===== config.mk =====
export PLATFORM = sky130hd
export DESIGN_NAME = fast_read_top
export DESIGN_NICKNAME = d
export VERILOG_FILES = /design/src/source/fast_read_pkg.sv /design/src/source/fast_read_top.sv /design/src/source/sample_serializer.sv /design/src/source/bank_select.sv /design/src/source/pkt_sequencer.sv
export SDC_FILE = /design/constraint.sdc
export NUM_CORES = 1
export LEC_CHECK = 0
export ABC_AREA = 1
export BUFFER_PORTS_ARGS = -buffer_cell sky130_fd_sc_hd__buf_2
export CAP_MARGIN = 20
export CORE_AREA = 8 8 359 361
export CTS_CLUSTER_SIZE = 28
export DETAILED_ROUTE_END_ITERATION = 10
export DIE_AREA = 0 0 367 369
export PLACE_DENSITY_LB_ADDON = 0.08
export SLEW_MARGIN = 20
export SYNTH_ARGS = -nofsm -noshare
export SYNTH_HDL_FRONTEND = slang
export SYNTH_SLANG_ARGS = --single-unit

===== constraint.sdc =====
create_clock -name clk -period 2.3 [get_ports clk]
set_clock_uncertainty 0.05 [all_clocks]
set_input_delay 0.115 -clock clk [delete_from_list [all_inputs] [get_ports clk]]
set_output_delay 0.115 -clock clk [all_outputs]
set_load 0.02 [all_outputs]

===== src/source/fast_read_pkg.sv =====
package fast_read_pkg;

    // ------------------------------
    // Bank and sample geometry
    // ------------------------------
    localparam int NUM_BANKS  = 24;
    localparam int WORD_W     = 36;
    localparam int SAMPLE_W   = 18;
    localparam int IDLE_W     = 16;
    localparam int ADDR_W_DEF = 15;

    typedef logic [4:0] bank_idx_t;

    // ------------------------------
    // Encodings
    // ------------------------------

    // Words per bank is 1 << mode
    typedef enum logic [1:0] {
        LEN_216  = 2'd0,
        LEN_432  = 2'd1,
        LEN_864  = 2'd2,
        LEN_1728 = 2'd3
    } pkt_len_e;

    typedef enum logic [1:0] {
        SEQ_IDLE  = 2'd0,
        SEQ_GAP   = 2'd1,
        SEQ_BURST = 2'd2
    } seq_state_e;

endpackage

===== src/source/fast_read_top.sv =====
`timescale 1ns/1ps

module fast_read_top
    import fast_read_pkg::*;
#(
    parameter int ADDR_W = ADDR_W_DEF
) (
    input  logic                             clk,
    input  logic                             rstn,
    input  pkt_len_e                         rf_pkt_data_length,
    input  logic [IDLE_W-1:0]                rf_pkt_idle_length,
    input  logic                             data_rd_en,
    input  logic                             fast_read_en,
    input  logic [NUM_BANKS-1:0][WORD_W-1:0] fast_din,
    output logic [NUM_BANKS-1:0]             fast_chip_en,
    output logic [ADDR_W-1:0]                fast_addr,
    output logic [SAMPLE_W-1:0]              adc_data,
    output logic                             adc_data_valid,
    output logic                             fast_rd_done
);

    // Sequencer to bank select
    logic              issue;
    bank_idx_t         issue_bank;
    logic [ADDR_W-1:0] issue_addr;
    logic              issue_last;

    // Bank select to serializer
    logic              rd_pend;
    bank_idx_t         rd_bank;
    logic              rd_last;

    // ------------------------------
    // Stage 1
    // ------------------------------
    pkt_sequencer #(
        .ADDR_W (ADDR_W)
    ) u_pkt_sequencer (
        .clk                (clk),
        .rstn               (rstn),
        .data_rd_en         (data_rd_en),
        .fast_read_en       (fast_read_en),
        .rf_pkt_data_length (rf_pkt_data_length),
        .rf_pkt_idle_length (rf_pkt_idle_length),
        .issue              (issue),
        .issue_bank         (issue_bank),
        .issue_addr         (issue_addr),
        .issue_last         (issue_last)
    );

    // ------------------------------
    // Stage 2
    // ------------------------------
    bank_select #(
        .ADDR_W (ADDR_W)
    ) u_bank_select (
        .clk          (clk),
        .rstn         (rstn),
        .data_rd_en   (data_rd_en),
        .issue        (issue),
        .issue_bank   (issue_bank),
        .issue_addr   (issue_addr),
        .issue_last   (issue_last),
        .fast_chip_en (fast_chip_en),
        .fast_addr    (fast_addr),
        .rd_pend      (rd_pend),
        .rd_bank      (rd_bank),
        .rd_last      (rd_last)
    );

    // Stage 3
    sample_serializer u_sample_serializer (
        .clk            (clk),
        .rstn           (rstn),
        .data_rd_en     (data_rd_en),
        .fast_din       (fast_din),
        .rd_pend        (rd_pend),
        .rd_bank        (rd_bank),
        .rd_last        (rd_last),
        .adc_data       (adc_data),
        .adc_data_valid (adc_data_valid),
        .fast_rd_done   (fast_rd_done)
    );

endmodule


===== src/source/sample_serializer.sv =====
`timescale 1ns/1ps

module sample_serializer
    import fast_read_pkg::*;
(
    input  logic                             clk,
    input  logic                             rstn,
    input  logic                             data_rd_en,
    input  logic [NUM_BANKS-1:0][WORD_W-1:0] fast_din,
    input  logic                             rd_pend,
    input  bank_idx_t                        rd_bank,
    input  logic                             rd_last,
    output logic [SAMPLE_W-1:0]              adc_data,
    output logic                             adc_data_valid,
    output logic                             fast_rd_done
);

    logic [WORD_W-1:0]   sel_word;
    logic [SAMPLE_W-1:0] low_q;
    logic                low_pend;
    logic                last_q;

    // Bank mux
    assign sel_word = fast_din[rd_bank];

    // ------------------------------
    // Two samples per word
    // ------------------------------
    always_ff @(posedge clk or negedge rstn) begin
        if (!rstn) begin
            adc_data       <= '0;
            adc_data_valid <= 1'b0;
            fast_rd_done   <= 1'b0;
            low_pend       <= 1'b0;
            last_q         <= 1'b0;
        end else if (data_rd_en) begin
            if (rd_pend) begin
                // High half goes out first
                adc_data       <= sel_word[WORD_W-1 -: SAMPLE_W];
                adc_data_valid <= 1'b1;
                fast_rd_done   <= 1'b0;
                low_pend       <= 1'b1;
                last_q         <= rd_last;
            end else if (low_pend) begin
                adc_data       <= low_q;
                adc_data_valid <= 1'b1;
                fast_rd_done   <= last_q;
                low_pend       <= 1'b0;
            end else begin
                adc_data_valid <= 1'b0;
                fast_rd_done   <= 1'b0;
            end
        end
    end

    // Low half waits one enabled cycle
    always_ff @(posedge clk) begin
        if (data_rd_en && rd_pend) begin
            low_q <= sel_word[SAMPLE_W-1:0];
        end
    end

endmodule


===== src/source/bank_select.sv =====
`timescale 1ns/1ps

module bank_select
    import fast_read_pkg::*;
#(
    parameter int ADDR_W = ADDR_W_DEF
) (
    input  logic                 clk,
    input  logic                 rstn,
    input  logic                 data_rd_en,
    input  logic                 issue,
    input  bank_idx_t            issue_bank,
    input  logic [ADDR_W-1:0]    issue_addr,
    input  logic                 issue_last,
    output logic [NUM_BANKS-1:0] fast_chip_en,
    output logic [ADDR_W-1:0]    fast_addr,
    output logic                 rd_pend,
    output bank_idx_t            rd_bank,
    output logic                 rd_last
);

    // Tags for the cycle the chip enable is on the bus
    logic      pend_q;
    bank_idx_t bank_q;
    logic      last_q;

    // ------------------------------
    // Chip enable and tag pipeline
    // ------------------------------
    always_ff @(posedge clk or negedge rstn) begin
        if (!rstn) begin
            fast_chip_en <= '0;
            pend_q       <= 1'b0;
            last_q       <= 1'b0;
            rd_pend      <= 1'b0;
            rd_last      <= 1'b0;
        end else if (data_rd_en) begin
            fast_chip_en <= issue ? (NUM_BANKS'(1) << issue_bank) : '0;
            pend_q       <= issue;
            last_q       <= issue && issue_last;
            // Second stage lines up with the word on fast_din
            rd_pend      <= pend_q;
            rd_last      <= last_q;
        end
    end

    always_ff @(posedge clk) begin
        if (data_rd_en) begin
            if (issue) begin
                fast_addr <= issue_addr;
            end
            bank_q  <= issue_bank;
            rd_bank <= bank_q;
        end
    end

endmodule


===== src/source/pkt_sequencer.sv =====
`timescale 1ns/1ps

module pkt_sequencer
    import fast_read_pkg::*;
#(
    parameter int ADDR_W = ADDR_W_DEF
) (
    input  logic              clk,
    input  logic              rstn,
    input  logic              data_rd_en,
    input  logic              fast_read_en,
    input  pkt_len_e          rf_pkt_data_length,
    input  logic [IDLE_W-1:0] rf_pkt_idle_length,
    output logic              issue,
    output bank_idx_t         issue_bank,
    output logic [ADDR_W-1:0] issue_addr,
    output logic              issue_last
);

    seq_state_e        state;
    pkt_len_e          len_q;
    logic [IDLE_W-1:0] idle_cnt;
    logic              phase;
    bank_idx_t         bank_cnt;
    logic [2:0]        word_cnt;
    logic [ADDR_W-1:0] base_addr;

    logic [3:0]        words_per_bank;
    logic              word_last;
    logic              bank_last;
    logic              pkt_last;
    logic              run_last;
    logic              gap_empty;

    // ------------------------------
    // Position decode
    // ------------------------------
    assign words_per_bank = 4'd1 << len_q;
    assign word_last      = ({1'b0, word_cnt} == (words_per_bank - 4'd1));
    assign bank_last      = (bank_cnt == bank_idx_t'(NUM_BANKS - 1));
    assign pkt_last       = word_last && bank_last;

    // Packet p, word k reads address p*K + k in every bank
    assign issue_addr = base_addr + ADDR_W'(word_cnt);

    // Final word of the run sits at the all-ones address
    assign run_last  = pkt_last && (&issue_addr);
    assign gap_empty = (rf_pkt_idle_length == '0);

    // One word every second enabled cycle
    assign issue      = (state == SEQ_BURST) && !phase;
    assign issue_bank = bank_cnt;
    assign issue_last = issue && run_last;

    // ------------------------------
    // Gap / burst FSM and counters
    // ------------------------------
    always_ff @(posedge clk or negedge rstn) begin
        if (!rstn) begin
            state     <= SEQ_IDLE;
            len_q     <= LEN_216;
            idle_cnt  <= '0;
            phase     <= 1'b0;
            bank_cnt  <= '0;
            word_cnt  <= '0;
            base_addr <= '0;
        end else if (data_rd_en) begin
            case (state)
                SEQ_IDLE: begin
                    if (fast_read_en) begin
                        len_q     <= rf_pkt_data_length;
                        phase     <= 1'b0;
                        bank_cnt  <= '0;
                        word_cnt  <= '0;
                        base_addr <= '0;
                        if (gap_empty) begin
                            state <= SEQ_BURST;
                        end else begin
                            idle_cnt <= rf_pkt_idle_length - 1'b1;
                            state    <= SEQ_GAP;
                        end
                    end
                end

                SEQ_GAP: begin
                    if (idle_cnt == '0) begin
                        state <= SEQ_BURST;
                    end else begin
                        idle_cnt <= idle_cnt - 1'b1;
                    end
                end

                SEQ_BURST: begin
                    phase <= ~phase;
                    // Counters step on the second half of each word slot
                    if (phase) begin
                        if (!word_last) begin
                            word_cnt <= word_cnt + 3'd1;
                        end else begin
                            word_cnt <= '0;
                            if (!bank_last) begin
                                bank_cnt <= bank_cnt + 1'b1;
                            end else begin
                                bank_cnt  <= '0;
                                base_addr <= base_addr + ADDR_W'(words_per_bank);
                                if (run_last) begin
                                    state <= SEQ_IDLE;
                                end else if (!gap_empty) begin
                                    idle_cnt <= rf_pkt_idle_length - 1'b1;
                                    state    <= SEQ_GAP;
                                end
                            end
                        end
                    end
                end

                default: begin
                    state <= SEQ_IDLE;
                end
            endcase
        end
    end

endmodule


==> flow_summary.json <==
{
  "layout.cells.most_common": "buf_2",
  "synth_enable_flop_cells": 43,
  "power.net_switching_w": 0.00840,
  "initial_core_util_pct": 11.5,
  "grt_pass1_vias": 22300,
  "antenna_left": 0,
  "cts_tree": "done",
  "fin_nets": 4267,
  "dp_hpwl_um": 120000,
  "grt_use_total_pct": 19.9,
  "cts_buffer_depth": 2,
  "drc": 0,
  "synth-simple-area-share_pct": 28.6,
  "ir_drop_uv": 555,
  "vias": 21900,
  "critPathArrivalTime_ns": 2.73,
  "synth_top_family_by_area": "compound AO/OA/AOI/OAI gates",
  "crit_path_start": "u_pkt_sequencer.base_addr[0]",
  "grt_antenna_before_repair": 83,
  "synth_ff_type": "dfrtp_1",
  "clkPwrFrac_pct": 17.8,
  "period_share_pct": 105,
  "avgRoutedWirePerCell_um": 29.1,
  "worst_slew_pin_slew_ns": 0.611,
  "internal_power_w": 0.00891,
  "cts_max_level": 4,
  "drt_wl_total_um": 147000,
  "synth_compound_area_share_pct": 35.2,
  "drv_slew": 0,
  "vias_per_cell": 4.34,
  "layout_min_cycle_time_ns": 2.40,
  "timing.rr.start": "u_pkt_sequencer.base_addr[0]",
  "maxSlewHeadroom_pct": 59.2,
  "cts-buffers-inserted": 17,
  "end_kind": "flip-flop",
  "stdcell_count": 5041,
  "grt_max_degree": 63,
  "swShare_pct": 48.5,
  "p_total_w": 0.0173,
  "critPathRequiredTime_ns": 2.62,
  "dp.cells": 4914,
  "fin_ws_ns": -0.105,
  "outcome": "finished, violations left",
  "cp_max_fo": 16,
  "ys_seq_area_share_pct": 25.7,
  "die_h_um": 369,
  "p_comb_share_pct": 62.5,
  "die_w_um": 367,
  "async_flop_share_pct": 68.6,
  "syn_area_per_cell_sq_um": 6.25,
  "cap_violations": 0,
  "regArea_sq_um": 3650,
  "netlist_area_sq_um": 14200,
  "nFillCells": 14300,
  "gp_congestion": 0.849,
  "io_buffers": 944,
  "p_per_area_nw_per_um2": 684,
  "ys_seq_elements": 137,
  "rsz0062_at_grt": "yes",
  "drt_iter0_markers": 1457,
  "clock_tree.root_cell": "clkbuf_16",
  "core_sq_um": 123000,
  "synth_xor_area_share_pct": 1.41,
  "grt-ovfl-total": 0,
  "first_pass_iters": 5,
  "fin_area_sq_um": 25300,
  "yosys_warnings": 0,
  "setup_violations": 20,
  "clock.fmax_mhz": 416,
  "synthCells": 2271,
  "pin_count": 945,
  "layout_common_cells": "943 x buf_2, 495 x nor2_1, 390 x o21ai_0",
  "cts.clk_slew.worst_paths_ns": 0.08,
  "post_dp_cell_area_sq_um": 22600,
  "grt_pass1_wl_um": 191000,
  "hold_violations": 0,
  "syn_nets": 3174,
  "rows": 129,
  "place_ws_ns": -0.337,
  "multi_input_area_sq_um": 10300,
  "synth_fa_ha_area_share_pct": 1.60,
  "dieArea_sq_um": 135000,
  "violations": "negative setup slack",
  "min_path_type": "input pin to asynchronous set/reset pin",
  "cts.sinks": 137,
  "whs_ns": 0.0897,
  "worstSetupPathType": "flip-flop to flip-flop",
  "cp-start-kind": "flip-flop",
  "drive_above_1_share_pct": 44.1,
  "total_leakage_power_nw": 11.4,
  "area_delta_synth_final_pct": 78.3,
  "insertion_delay_ns": 0.48,
  "power_frac_seq_pct": 19.7,
  "synthMuxAreaShare_pct": 0,
  "synth.distinct_cells": 45
}
==> per-layer routing <==
layer	vias to the layer above	share of wire [%]	GRT usage (%)	routed length (um)
met2	708	51	35.9	74200
met5	-	0.093	0	136
met1	10700	42	24.2	61800
met4	22	1.8	3.59	2580
li1	10300	-	-	-
met3	162	5.5	4.46	8030
==> final timing paths <==
| check | cells past startpoint | end | slack, ns |
|---|---|---|---|
| worst min register to register | 0 | u_bank_select.rd_bank[2] | 0.38 |
| max in group asynchronous | 3 | u_sample_serializer.adc_data[13] | 1.47 |
| min in group clk | 5 | u_sample_serializer.low_q[15] | 0.10 |
| worst min-delay path | 2 | u_pkt_sequencer.idle_cnt[4] | 0.09 |
| worst max register to register | 14 | u_pkt_sequencer.idle_cnt[1] | -0.10 |
| worst max-delay path | 14 | u_pkt_sequencer.idle_cnt[1] | -0.10 |
==> repair_timing <==
item                                   CTS  global route
cloned                                   4            21
hold buffers                             4             0
gates resized for setup                 75           255
pin swaps                               26            81
buffers inserted                        13            32
setup endpoints to repair               44            62
endpoints found under the hold margin   97             0
==> state kept, by name, summed over array words and instances (netlist names), 2 cells and up <==
| name | count |
|---|---|
| u_bank_select.bank_q | 5 |
| u_sample_serializer.low_q | 18 |
| u_pkt_sequencer.word_cnt | 3 |
| u_pkt_sequencer.len_q | 2 |
| u_bank_select.fast_chip_en | 24 |
| u_pkt_sequencer.idle_cnt | 16 |
| u_pkt_sequencer.state | 2 |
| u_pkt_sequencer.base_addr | 15 |
| u_sample_serializer.adc_data | 18 |
| u_bank_select.fast_addr | 15 |
| u_pkt_sequencer.issue_bank | 5 |
| u_bank_select.rd_bank | 5 |
==> cell usage after synthesis, drive strengths merged, types with 9 or more instances <==
master	instances	area [sq um]
edfxtp	43	1290
o21ai	489	2450
xor2	17	156
dfrtp	94	2350
nand4	13	96.3
o211ai	82	616
a21oi	16	80.1
clkbuf	164	616
inv	68	255
o22ai	83	519
ha	15	188
nand2	334	1280
nor2	539	2080
nor3	9	56.3
nand3	93	465
o221ai	134	1170
buf	33	170
==> kinds of logic after synthesis <==
logic type,after synthesis
XOR/XNOR,22
adder cells (fa/ha/maj),17
AND/OR/NAND/NOR,1000
AO/OA/AOI/OAI,824
flip-flops,137
buffers and inverters,271
==> critical path, cell delays in order (launching register included) <==
cell and delay, ns:
dfrtp_1 0.39, ha_2 0.20, fa_2 0.38, nand3_2 0.12, nand2_4 0.07, buf_6 0.13, nand2_4 0.07, nor2_4 0.04
xor2_2 0.12, nand2_1 0.10, nor2_2 0.14, nand4_4 0.16, buf_12 0.20, nand3b_1 0.08, nand2_1 0.06
==> power by group through the flow <==
stage	Combinational [W]	Clock [W]	Sequential, W
6_report	0.0108	0.00308	0.00342
3_5_place_dp	0.00971	0	0.00347
4_1_cts	0.0101	0.00323	0.00343
3_3_place_gp	0.00985	0	0.00348
2_1_floorplan	0.00433	0	0.00363
5_1_grt	0.0119	0.00330	0.00350
==> through the flow <==
step | util (%) | TNS [ns]
after detailed placement | 18.4 | -6.92
after global routing | 20.5 | -4.57
after CTS | 19.4 | -2.39
final | 20.6 | -1.53
after floorplan | - | 0
after global placement | 18.4 | -5.82
==> final cells by class <==
class	count	area share (%)
Timing Repair inverter	1	0.0445
Inverter	74	1.25
Clock buffer	19	1.88
Multi-Input combinational cell	1863	40.7
Timing Repair Buffer	1270	32.8
Antenna cell	27	0.267
Tap cell	1637	8.09
Clock inverter	13	0.564
Sequential cell	137	14.4
Note: power is estimated with default switching activity, not from simulation.
